### config.mk
export PLATFORM = sky130hd
export DESIGN_NAME = alu_top
export DESIGN_NICKNAME = d
export VERILOG_FILES = /design/src/logic/alu_op_pkg.sv /design/src/logic/alu_data_pkg.sv /design/src/logic/alu_bit_count.sv /design/src/logic/alu_compare.sv /design/src/logic/alu_result_stage.sv /design/src/logic/alu_shifter.sv /design/src/logic/alu_top.sv
export SDC_FILE = /design/constraint.sdc
export NUM_CORES = 1
export LEC_CHECK = 0
export ABC_AREA = 1
export ABC_CLOCK_PERIOD_IN_PS = 12800
export BUFFER_PORTS_ARGS = -buffer_cell sky130_fd_sc_hd__buf_4
export CAP_MARGIN = 20
export CORE_ASPECT_RATIO = 1.5
export CORE_UTILIZATION = 35
export DETAILED_ROUTE_END_ITERATION = 8
export GPL_ROUTABILITY_DRIVEN = 1
export GPL_TIMING_DRIVEN = 1
export PLACE_DENSITY = 0.48
export RECOVER_POWER = 100
export SLEW_MARGIN = 20
export SYNTH_ARGS = -nofsm -noshare
export SYNTH_HDL_FRONTEND = slang
export SYNTH_SLANG_ARGS = --single-unit
export TNS_END_PERCENT = 50
### constraint.sdc
create_clock -name clk -period 12.8 [get_ports clk]
set_input_delay 1.28 -clock clk [delete_from_list [all_inputs] [get_ports clk]]
set_output_delay 1.28 -clock clk [all_outputs]
set_load 0.005 [all_outputs]
### src/logic/alu_op_pkg.sv
package alu_op_pkg;

  ////////////////////////////////////////////////////////////////////////////
  // Operation encoding
  ////////////////////////////////////////////////////////////////////////////

  // Opcodes are grouped by unit, with gaps left between groups
  typedef enum logic [5:0] {
    // Bitwise logic, plain and with inverted operand b
    ALU_AND    = 6'h00,
    ALU_OR     = 6'h01,
    ALU_XOR    = 6'h02,
    ALU_ANDN   = 6'h03,
    ALU_ORN    = 6'h04,
    ALU_XNOR   = 6'h05,
    // Adder
    ALU_ADD    = 6'h08,
    ALU_SUB    = 6'h09,
    // Shifts and rotates
    ALU_SLL    = 6'h10,
    ALU_SRL    = 6'h11,
    ALU_SRA    = 6'h12,
    ALU_ROL    = 6'h13,
    ALU_ROR    = 6'h14,
    // Branch compares and set-less-than
    ALU_EQ     = 6'h18,
    ALU_NE     = 6'h19,
    ALU_GES    = 6'h1a,
    ALU_GEU    = 6'h1b,
    ALU_LTS    = 6'h1c,
    ALU_LTU    = 6'h1d,
    ALU_SLTS   = 6'h1e,
    ALU_SLTU   = 6'h1f,
    // Min and max
    ALU_MIN    = 6'h20,
    ALU_MINU   = 6'h21,
    ALU_MAX    = 6'h22,
    ALU_MAXU   = 6'h23,
    // Bit counts
    ALU_CLZ    = 6'h28,
    ALU_CTZ    = 6'h29,
    ALU_CPOP   = 6'h2a,
    // Byte operations
    ALU_SEXT_B = 6'h30,
    ALU_SEXT_H = 6'h31,
    ALU_REV8   = 6'h32,
    ALU_ORC_B  = 6'h33,
    // Single-bit operations
    ALU_BSET   = 6'h38,
    ALU_BCLR   = 6'h39,
    ALU_BINV   = 6'h3a,
    ALU_BEXT   = 6'h3b
  } alu_opcode_e;

  // Decoded shifter controls
  typedef struct packed {
    logic rshift;     // Right shift, done as a left rotate by the negated amount
    logic arithmetic; // Fill with the sign bit
    logic rotate;     // Fill with the operand itself
    logic tieoff;     // Shift a single one, for bit masks
  } alu_shift_ctrl_t;

endpackage

### src/logic/alu_data_pkg.sv
package alu_data_pkg;

  ////////////////////////////////////////////////////////////////////////////
  // Widths
  ////////////////////////////////////////////////////////////////////////////

  // RV32 word
  localparam int XLEN    = 32;
  // Shift amount, one bit more than the word index for the 64-bit rotator
  localparam int SHAMT_W = 6;
  // Counts reach 32, so 6 bits
  localparam int CNT_W   = 6;

  typedef logic [XLEN-1:0] alu_word_t;

  ////////////////////////////////////////////////////////////////////////////
  // Request and response
  ////////////////////////////////////////////////////////////////////////////

  typedef struct packed {
    alu_op_pkg::alu_opcode_e op;
    alu_word_t               operand_a;
    alu_word_t               operand_b;
  } alu_req_t;

  typedef struct packed {
    alu_word_t result;
    logic      cmp;    // Branch decision bit
  } alu_rsp_t;

  // Compare flags shared by the branch logic and min/max
  typedef struct packed {
    logic equal;
    logic greater;  // Signed or unsigned, following the opcode
  } alu_cmp_flags_t;

endpackage

### src/logic/alu_bit_count.sv
`timescale 1ns/10ps

module alu_bit_count (
  input  alu_op_pkg::alu_opcode_e          op_i,
  input  alu_data_pkg::alu_word_t          operand_a_i,
  output logic [alu_data_pkg::CNT_W-1:0]   count_o
);
  import alu_op_pkg::*;
  import alu_data_pkg::*;

  alu_word_t        operand_rev;
  alu_word_t        scan_word;
  logic [CNT_W-1:0] lead_zeros;
  logic [CNT_W-1:0] pop_count;

  // Bit-reversed operand, so trailing zeros become leading zeros
  always_comb begin
    for (int i = 0; i < XLEN; i++) begin
      operand_rev[i] = operand_a_i[XLEN-1-i];
    end
  end

  assign scan_word = (op_i == ALU_CTZ) ? operand_rev : operand_a_i;

  ////////////////////////////////////////////////////////////////////////////
  // Find first one from the top
  ////////////////////////////////////////////////////////////////////////////

  // Highest set bit wins, since later iterations override
  // No bit set leaves the count at 32
  always_comb begin
    lead_zeros = CNT_W'(XLEN);
    for (int i = 0; i < XLEN; i++) begin
      if (scan_word[i]) begin
        lead_zeros = CNT_W'(XLEN - 1 - i);
      end
    end
  end

  ////////////////////////////////////////////////////////////////////////////
  // Population count
  ////////////////////////////////////////////////////////////////////////////

  always_comb begin
    pop_count = '0;
    for (int i = 0; i < XLEN; i++) begin
      pop_count = pop_count + CNT_W'(operand_a_i[i]);
    end
  end

  // CLZ and CTZ share the scan
  always_comb begin
    case (op_i)
      ALU_CPOP: count_o = pop_count;
      default:  count_o = lead_zeros;
    endcase
  end

endmodule

### src/logic/alu_compare.sv
`timescale 1ns/10ps

module alu_compare (
  input  alu_op_pkg::alu_opcode_e      op_i,
  input  alu_data_pkg::alu_word_t      operand_a_i,
  input  alu_data_pkg::alu_word_t      operand_b_i,
  output alu_data_pkg::alu_word_t      sum_o,
  output alu_data_pkg::alu_cmp_flags_t flags_o,
  output logic                         cmp_o
);
  import alu_op_pkg::*;
  import alu_data_pkg::*;

  ////////////////////////////////////////////////////////////////////////////
  // Adder
  ////////////////////////////////////////////////////////////////////////////

  logic          sub_en;
  alu_word_t     adder_b;
  logic [XLEN:0] adder_in_a;
  logic [XLEN:0] adder_in_b;
  logic [XLEN:0] adder_out;

  assign sub_en  = (op_i == ALU_SUB);
  assign adder_b = sub_en ? ~operand_b_i : operand_b_i;

  // Extra low bit carries the +1 of the two's complement into bit 1
  assign adder_in_a = {operand_a_i, 1'b1};
  assign adder_in_b = {adder_b, sub_en};
  assign adder_out  = adder_in_a + adder_in_b;

  // Wraps modulo 2^32
  assign sum_o = adder_out[XLEN:1];

  ////////////////////////////////////////////////////////////////////////////
  // Compare
  ////////////////////////////////////////////////////////////////////////////

  logic cmp_signed;
  logic is_equal;
  logic is_greater;

  assign cmp_signed = (op_i == ALU_GES) || (op_i == ALU_LTS) || (op_i == ALU_SLTS) ||
                      (op_i == ALU_MIN) || (op_i == ALU_MAX);

  assign is_equal = (operand_a_i == operand_b_i);

  // One signed compare on 33 bits; the top bit is the sign only for signed forms
  assign is_greater = $signed({operand_a_i[XLEN-1] & cmp_signed, operand_a_i}) >
                      $signed({operand_b_i[XLEN-1] & cmp_signed, operand_b_i});

  assign flags_o.equal   = is_equal;
  assign flags_o.greater = is_greater;

  // Branch and set-less-than decision, equality otherwise
  always_comb begin
    cmp_o = is_equal;
    case (op_i)
      ALU_EQ:             cmp_o = is_equal;
      ALU_NE:             cmp_o = ~is_equal;
      ALU_GES, ALU_GEU:   cmp_o = is_greater | is_equal;
      ALU_LTS, ALU_LTU,
      ALU_SLTS, ALU_SLTU: cmp_o = ~(is_greater | is_equal);
      default: ;
    endcase
  end

endmodule

### src/logic/alu_result_stage.sv
`timescale 1ns/10ps

module alu_result_stage (
  input  logic                                clk,
  input  logic                                rst_n_i,
  input  logic                                valid_i,
  input  alu_data_pkg::alu_req_t              req_i,
  input  alu_data_pkg::alu_word_t             sh_result_i,
  input  alu_data_pkg::alu_word_t             bit_result_i,
  input  alu_data_pkg::alu_word_t             sum_i,
  input  alu_data_pkg::alu_cmp_flags_t        flags_i,
  input  logic                                cmp_i,
  input  logic [alu_data_pkg::CNT_W-1:0]      count_i,
  output logic                                valid_o,
  output alu_data_pkg::alu_rsp_t              rsp_o
);
  import alu_op_pkg::*;
  import alu_data_pkg::*;

  alu_word_t a;
  alu_word_t b;
  alu_word_t min_word;
  alu_word_t max_word;
  alu_rsp_t  rsp_d;

  assign a = req_i.operand_a;
  assign b = req_i.operand_b;

  // Greater flag already follows signedness of the opcode
  assign min_word = flags_i.greater ? b : a;
  assign max_word = flags_i.greater ? a : b;

  ////////////////////////////////////////////////////////////////////////////
  // Result select
  ////////////////////////////////////////////////////////////////////////////

  always_comb begin
    rsp_d.result = '0;
    rsp_d.cmp    = cmp_i;
    unique case (req_i.op)
      ALU_AND:  rsp_d.result = a & b;
      ALU_OR:   rsp_d.result = a | b;
      ALU_XOR:  rsp_d.result = a ^ b;
      ALU_ANDN: rsp_d.result = a & ~b;
      ALU_ORN:  rsp_d.result = a | ~b;
      ALU_XNOR: rsp_d.result = a ^ ~b;

      ALU_ADD, ALU_SUB: rsp_d.result = sum_i;

      ALU_SLL, ALU_SRL, ALU_SRA,
      ALU_ROL, ALU_ROR: rsp_d.result = sh_result_i;

      // Branch compares only drive the cmp bit
      ALU_EQ, ALU_NE, ALU_GES, ALU_GEU,
      ALU_LTS, ALU_LTU: rsp_d.result = '0;

      ALU_SLTS, ALU_SLTU: rsp_d.result = {{(XLEN-1){1'b0}}, cmp_i};

      ALU_MIN, ALU_MINU: rsp_d.result = min_word;
      ALU_MAX, ALU_MAXU: rsp_d.result = max_word;

      ALU_CLZ, ALU_CTZ,
      ALU_CPOP: rsp_d.result = {{(XLEN-CNT_W){1'b0}}, count_i};

      ALU_SEXT_B: rsp_d.result = {{24{a[7]}}, a[7:0]};
      ALU_SEXT_H: rsp_d.result = {{16{a[15]}}, a[15:0]};
      // Byte swap
      ALU_REV8:   rsp_d.result = {a[7:0], a[15:8], a[23:16], a[31:24]};
      // Any set bit fills its whole byte
      ALU_ORC_B:  rsp_d.result = {{8{|a[31:24]}}, {8{|a[23:16]}},
                                  {8{|a[15:8]}}, {8{|a[7:0]}}};

      ALU_BSET, ALU_BCLR,
      ALU_BINV, ALU_BEXT: rsp_d.result = bit_result_i;

      default: ;
    endcase
  end

  ////////////////////////////////////////////////////////////////////////////
  // Output register
  ////////////////////////////////////////////////////////////////////////////

  // Valid follows the input strobe every cycle
  always_ff @(posedge clk) begin
    if (!rst_n_i) begin
      valid_o <= 1'b0;
    end else begin
      valid_o <= valid_i;
    end
  end

  // Response loads only on a valid request, otherwise holds
  always_ff @(posedge clk) begin
    if (!rst_n_i) begin
      rsp_o <= '0;
    end else if (valid_i) begin
      rsp_o <= rsp_d;
    end
  end

endmodule

### src/logic/alu_shifter.sv
`timescale 1ns/10ps

module alu_shifter (
  input  alu_op_pkg::alu_opcode_e op_i,
  input  alu_data_pkg::alu_word_t operand_a_i,
  input  alu_data_pkg::alu_word_t operand_b_i,
  output alu_data_pkg::alu_word_t sh_result_o,
  output alu_data_pkg::alu_word_t bit_result_o
);
  import alu_op_pkg::*;
  import alu_data_pkg::*;

  alu_shift_ctrl_t    ctrl;
  logic [SHAMT_W-1:0] shamt;
  alu_word_t          low_in;
  alu_word_t          fill_word;
  logic [2*XLEN-1:0]  pair;

  // Opcode decode into shifter controls
  always_comb begin
    ctrl = '0;
    case (op_i)
      ALU_SRL: ctrl.rshift = 1'b1;
      ALU_SRA: begin
        ctrl.rshift     = 1'b1;
        ctrl.arithmetic = 1'b1;
      end
      ALU_ROL: ctrl.rotate = 1'b1;
      ALU_ROR: begin
        ctrl.rshift = 1'b1;
        ctrl.rotate = 1'b1;
      end
      // Masks are a single one moved to the bit index
      ALU_BSET, ALU_BCLR, ALU_BINV: ctrl.tieoff = 1'b1;
      // Extract shifts a itself right, bit 0 then holds the result
      ALU_BEXT: ctrl.rshift = 1'b1;
      default: ;
    endcase
  end

  // Only the low 5 bits of b count; right shifts negate the amount
  always_comb begin
    shamt = {1'b0, operand_b_i[4:0]};
    if (ctrl.rshift) begin
      shamt = -shamt;
    end
  end

  // Low half is the operand, high half is what shifts in
  assign low_in = ctrl.tieoff ? alu_word_t'(1) : operand_a_i;

  always_comb begin
    if (ctrl.tieoff) begin
      fill_word = '0;
    end else if (ctrl.rotate) begin
      fill_word = operand_a_i;
    end else if (ctrl.arithmetic) begin
      fill_word = {XLEN{operand_a_i[XLEN-1]}};
    end else begin
      fill_word = '0;
    end
  end

  // Six rotate stages, largest step first
  always_comb begin
    pair = {fill_word, low_in};
    for (int i = SHAMT_W - 1; i >= 0; i--) begin
      if (shamt[i]) begin
        pair = (pair << (1 << i)) | (pair >> (2 * XLEN - (1 << i)));
      end
    end
  end

  assign sh_result_o = pair[XLEN-1:0];

  // Single-bit results from the mask or the shifted operand
  always_comb begin
    bit_result_o = '0;
    case (op_i)
      ALU_BSET: bit_result_o = operand_a_i | sh_result_o;
      ALU_BCLR: bit_result_o = operand_a_i & ~sh_result_o;
      ALU_BINV: bit_result_o = operand_a_i ^ sh_result_o;
      ALU_BEXT: bit_result_o = {{(XLEN-1){1'b0}}, sh_result_o[0]};
      default: ;
    endcase
  end

endmodule

### src/logic/alu_top.sv
`timescale 1ns/10ps

module alu_top (
  input  logic                   clk,
  input  logic                   rst_n_i,
  input  logic                   valid_i,
  input  alu_data_pkg::alu_req_t req_i,
  output logic                   valid_o,
  output alu_data_pkg::alu_rsp_t rsp_o
);
  import alu_data_pkg::*;

  // Results of the combinational units
  alu_word_t        sh_result;
  alu_word_t        bit_result;
  alu_word_t        sum;
  alu_cmp_flags_t   flags;
  logic             cmp;
  logic [CNT_W-1:0] count;

  // Shifts, rotates and single-bit operations
  alu_shifter shifter_i (
    .op_i         (req_i.op),
    .operand_a_i  (req_i.operand_a),
    .operand_b_i  (req_i.operand_b),
    .sh_result_o  (sh_result),
    .bit_result_o (bit_result)
  );

  // Adder and compares
  alu_compare compare_i (
    .op_i        (req_i.op),
    .operand_a_i (req_i.operand_a),
    .operand_b_i (req_i.operand_b),
    .sum_o       (sum),
    .flags_o     (flags),
    .cmp_o       (cmp)
  );

  // CLZ, CTZ and CPOP
  alu_bit_count bit_count_i (
    .op_i        (req_i.op),
    .operand_a_i (req_i.operand_a),
    .count_o     (count)
  );

  // Select and register, one cycle
  alu_result_stage result_stage_i (
    .clk          (clk),
    .rst_n_i      (rst_n_i),
    .valid_i      (valid_i),
    .req_i        (req_i),
    .sh_result_i  (sh_result),
    .bit_result_i (bit_result),
    .sum_i        (sum),
    .flags_i      (flags),
    .cmp_i        (cmp),
    .count_i      (count),
    .valid_o      (valid_o),
    .rsp_o        (rsp_o)
  );

endmodule

; Word-level counts from Yosys, hierarchy flattened
; Cells that the tools add are included.
[classes]
reduce_logical = 21
n_lt_le_gt_ge = 1
bitwise = 22
eq_ne = 35
add_sub_neg = 33
mux = 55
[ops]
columns = op, n
row1 = $pmux W32 S17, 1
row2 = $mux W64, 5
row3 = $mux W32, 9
row4 = $mux W6, 34
row5 = $add A6 B1 Y6, 30
row6 = $pmux W32 S4, 1
row7 = $and A32 B32 Y32, 3
row8 = $or A32 B32 Y32, 3
row9 = $xor A32 B32 Y32, 3
row10 = $eq A6 B6 Y1 const B, 15
row11 = $eq A6 B5 Y1 const B, 12
row12 = $not A32 Y32, 2
row13 = $or A64 B16 Y64, 1
row14 = $or A64 B2 Y64, 1
row15 = $or A64 B32 Y64, 1
row16 = $or A64 B4 Y64, 1
row17 = $or A64 B8 Y64, 1
row18 = $add A33 B33 Y33, 1
row19 = $gt A33 B33 Y1, 1
row20 = $eq A32 B32 Y1, 1
row21 = $or A32 B1 Y32, 1
row22 = $reduce_or A8 Y1, 4
row23 = $eq A6 B2 Y1 const B, 2
row24 = $eq A6 B3 Y1 const B, 2
row25 = 15 further kinds, 32
[totals]
ff_bits = 34
output_inout_bits = 34
in_bits = 73
word_cells = 170

; Longest topological paths before layout
[depth]
ltp_word = 36
depth_mapped = 41
ltp_nobuf = 41

; Cells and area by module
; Synthesis repeated with hierarchy kept, for this count alone.
[unflattened]
cells_unflattened = 3390
hier_area_um2 = 17189.0
[by_module_without_submodules]
columns = mod, cells_per_inst, n_inst, seq_area_each_um2, area_per_inst_um2
row1 = alu_result_stage, 1459, 1, 680.7, 6713.9
row2 = alu_shifter, 1068, 1, 0.0, 5361.4
row3 = alu_compare, 574, 1, 0.0, 3409.5
row4 = alu_bit_count, 289, 1, 0.0, 1704.1

; Least setup slack after synthesis
; No wires, ideal clock.
[synth_path]
path_kind = input to register
start = input port req_i[33] (netlist bit)
end = register result_stage_i.rsp_o[5] (netlist name)
required_ns = 12.668
arrival_time_ns = 6.365
setup_ns = 0.132
setup_slack_ns = 6.302
stages = 20
path_buffers = 1
cell_sequence = clkbuf_1 -> inv_1 -> ha_1 -> inv_1 -> fa_1 -> fa_1 -> fa_1 -> fa_1 -> fa_1 -> fa_1 -> fa_1 -> fa_1 -> nor2_1 -> o21ai_0 -> nand3_1 -> a211oi_1 -> nor2_1 -> o221ai_1 -> o41ai_1 -> a21oi_1
[synth_via]
elab_chain_len = 34
elab_cells_between_ends = 87
cone_classes = add/sub: 32 / order compare: 1 / mux: 46 / bitwise: 7 / reduce/logical: 1
[synth_lines]
columns = element, line
row1 = start: declaration, alu_top.sv:7  ; input alu_data_pkg::alu_req_t req_i,
row2 = branches (longest 33 deep; another with $add A6 B1 Y6), -
row3 = $pmux W32 S17 *, alu_result_stage.sv:40  ; unique case (req_i.op)
; Mark *: on every way between the ends.
; A chain may end at the register's enable or synchronous reset.

; Final worst setup path
[layout_path]
start = input port req_i[0] (netlist bit)
end = register result_stage_i.rsp_o[27] (netlist name)
[layout_via]
elab_chain_len = 17
elab_cells_between_ends = 25
cone_classes = add/sub: 2 / order compare: 1 / mux: 12 / bitwise: 10
[layout_lines]
columns = element, line
row1 = $neg A5 Y6, alu_shifter.sv:45  ; shamt = -shamt;
row2 = $mux W6, alu_shifter.sv:44  ; if (ctrl.rshift) begin
row3 = $mux W64, alu_shifter.sv:68  ; if (shamt[i]) begin
row4 = $or A64 B16 Y64, alu_shifter.sv:69  ; pair = (pair << (1 << i)) | (pair >> (2 * XLEN - (1 << i)));
row5 = $mux W64, alu_shifter.sv:68
row6 = $or A64 B8 Y64, alu_shifter.sv:69
row7 = $mux W64, alu_shifter.sv:68
row8 = $or A64 B4 Y64, alu_shifter.sv:69
row9 = $mux W64, alu_shifter.sv:68
row10 = $or A64 B2 Y64, alu_shifter.sv:69
row11 = $mux W64, alu_shifter.sv:68
row12 = $or A32 B1 Y32, alu_shifter.sv:69
row13 = $mux W32, alu_shifter.sv:68
row14 = $not A32 Y32, alu_shifter.sv:81  ; ALU_BCLR: bit_result_o = operand_a_i & ~sh_result_o;
row15 = $and A32 B32 Y32, alu_shifter.sv:81
row16 = $pmux W32 S4, alu_shifter.sv:79  ; case (op_i)
row17 = $pmux W32 S17 *, alu_result_stage.sv:40
; Every way passes the cells marked *; elsewhere a longest branch is shown, timed or not.

==> flow_summary.toml <==
[global_route]
grtUsageTotal_pct = 36.04
grt_pass1_vias = 15997
grt_pass1_wl_um = 104900
overflow = 0
grt_max_degree = 76
grt_antenna_before_repair = 0

[power_and_ir_drop]
seqPwrFrac_pct = 11.1
power.share.combinational_pct = 77.0
clkPwrFrac_pct = 11.9
vdd_drop_max_uv = 92.52
total_power_mw = 1.062
p_sw_share_pct = 55.43
p_leak_nw = 6.773
power_density_mw_per_mm2 = 72.65
cell_internal_pwr_mw = 0.4732
p_sw_mw = 0.5885

[clocking]
post-cts-setup-buffers = 0
ctsResizeCount = 0
postCtsHoldBufs = 0
path_clk_slew_ps = 60
clockRootBuffer = "clkbuf_16"
cts_inserted_buffers = 5
clock-sinks = 34
htreeDepth = 2
cts_buffer_depth = 2
cts_tree = "built"
insertion_delay_ps = 290

[detailed_routing]
vias_per_cell = 6.070
drt-pass1-iter-count = 5
vias = 16979
drt_iter0_drc = 1688
drc_errors = 0
ant_nets = 0
drt-total-wl_um = 72400
wl_per_cell_um = 25.88

[floorplan]
core-area_mm2 = 0.03788
pin_count = 107
start_util_pct = 35.75
die_y_um = 242.9
dieArea_mm2 = 0.03950
die_w_um = 162.6
rows = 87

[logic_synthesis]
synthArstFlopShare_pct = 0
synth_compound_area_share_pct = 33.45
yosysMostFrequentCell = "nand2_1"
synth_top_family_by_area = "compound AO/OA/AOI/OAI gates"
ys.flop_type = "dfxtp_1"
synth_seq_cells = 34
synth_area_mm2 = 0.01354
yosysUniqueCellTypes = 65
synth_area_leader_cell = "nand2_1"
syn_nets = 2549
ys_top_cells_by_area = "nand2_1 15%, ha_1 13%, o21ai_0 9.2%, a21oi_1 6.1%, inv_1 5.9%"
syn_inst = 2315
yosys.area_share.simple_pct = 26.25
synthAdderAreaFrac_pct = 16.20
synthMuxAreaShare_pct = 1.774
yosys.area.top_type_share_pct = 14.63
yosys_warnings = 0
synth_edf_count = 0
avgSynthCellArea_um2 = 5.850
synthXorXnorAreaFrac_pct = 5.562
ys_seq_area_share_pct = 5.026
synth.top_cells.by_count = "528 x nand2_1, 249 x o21ai_0, 214 x inv_1"

[critical_path]
slowest_delay_ps = 1440
path_cells = "clkbuf_1 > inv_1 > ha_1 > inv_1 > o31ai_4 > xor2_2 > buf_4 > inv_1 > o21ai_0 > o21ai_0 > nand2_1 > o21ai_1 > o21ai_1 > o21ai_0 > ha_1 > a221oi_1 > nand4_1 > nor4_1 > nand2_1 > o21ai_1 > a21oi_1"
path_max_fanout = 61
cp.required_ps = 12940
crit_type = "in2reg"
cp_num_cells = 21
cp-start-kind = "primary input"
cp.arrival_ps = 8880
r2r_cells = 2
slowest_stage = "clkbuf_1"
worstSetupEndpointType = "flip-flop"
cp_num_buf_inv = 5
path_delay_family = "buffers and inverters"

[finish]
fin_area_mm2 = 0.01462
final_layout_size_suffix_gt1_share_pct = 8.795
antenna_cells = 0
nets = 2541
syn_to_final_growth_pct = 7.918

[run_status]
violations = "max-capacitance violations, max-slew violations"
status = "finished with violations"

[sta]
finalSetupTns_ps = 0
worst_pin_slew_ps = 2087
fin_crit_ps = 8742
maxSlewHeadroom_pct = -39.14
hold_ws_ps = 461.7
setup_viol = 0
fin_skew_ps = 0
setup_slack_ps = 4058
min_period_over_period_pct = 68.30
max_freq_mhz = 114.4
slew_viol_final = 143
rsz0062_at_grt = "no"
timing.final.hold_violations = 0

[worst_hold_path]
hold_depth = 2
hold_class = "reg2reg"

[place]
hpwl_um = 55410
gp_congestion = 1.003
numPortBuffers = 106
place_worst_setup_slack_ps = 5861
placed_cell_area_mm2 = 0.01451

[run]
cap_violations = 3
power groups by stage:
stage | Sequential, mW | Combinational [mW] | Clock, mW
global route | 0.119 | 0.915 | 0.133
CTS | 0.118 | 0.809 | 0.131
global placement | 0.120 | 0.803 | 0
floorplan | 0.120 | 0.549 | 0
detailed placement | 0.120 | 0.806 | 0
finish | 0.118 | 0.817 | 0.127
worst min-delay path: stages, from the launching register on:
cell and delay, ps:
dfxtp_1 310, nand2_1 60, a21oi_1 50
layer usage:
layer / GRT usage, % / wire length, um
met1: 43.37 / 28480
met2: 59.60 / 33400
met3: 4.204 / 5022
met4: 24.19 / 5497
met5: 0 / 0
final timing paths:
path / slack [ps] / to / from
worst max-delay path: 4060 / result_stage_i.rsp_o[27] / req_i[0]
worst min-delay path: 460 / result_stage_i.rsp_o[1] / result_stage_i.rsp_o[1]
worst max register to register: 12040 / result_stage_i.rsp_o[3] / result_stage_i.rsp_o[3]
worst min register to register: 460 / result_stage_i.rsp_o[1] / result_stage_i.rsp_o[1]
layout make-up:
| cell class | instances | area [um^2] |
|---|---|---|
| Clock buffer | 7 | 142.6 |
| Inverter | 241 | 907.1 |
| Tap cell | 489 | 611.8 |
| Clock inverter | 1 | 5.005 |
| Sequential cell | 34 | 680.7 |
| Multi-Input combinational cell | 1891 | 11300 |
| Fill cell | 4302 | 23270 |
| Timing Repair Buffer | 134 | 964.7 |
registers in the layout, summed over array words and instances (netlist names):
name                    flops
result_stage_i.valid_o      1
result_stage_i.rsp_o       33
cells in the final DEF (no fill, tap or decap), types with 19 or more instances in the layout:
master       n
ha_1       137
clkbuf_4    26
a21oi_1    165
fa_1        24
o21ai_1    119
o21ai_0    278
inv_1      214
o22ai_1     19
nor2_1     150
o211ai_1    23
o2111ai_1   36
nand2_1    528
nor3_1      25
a221oi_1    25
nand3_1     73
xnor2_1     28
inv_2       20
mux2i_1     24
dfxtp_1     34
buf_4       97
xor2_1      52
metrics by stage:
stage,util (%),cells
floorplan,-,2315
global placement,38.31,2789
detailed placement,38.31,2789
CTS,38.70,2797
global route,38.58,2797
finish,38.58,2797
cell families (layout without fill, tap and decap cells):
| family | after synthesis | in the layout |
|---|---|---|
| and+or+nand+nor | 850 | 850 |
| AOI/OAI and AO/OA | 773 | 773 |
| buffers and inverters | 390 | 383 |
| adders and majority gates | 161 | 161 |
| xor gates and xnor gates | 83 | 83 |
| DFF | 34 | 34 |
| muxes | 24 | 24 |
Note: power is estimated with default switching activity, not from simulation.
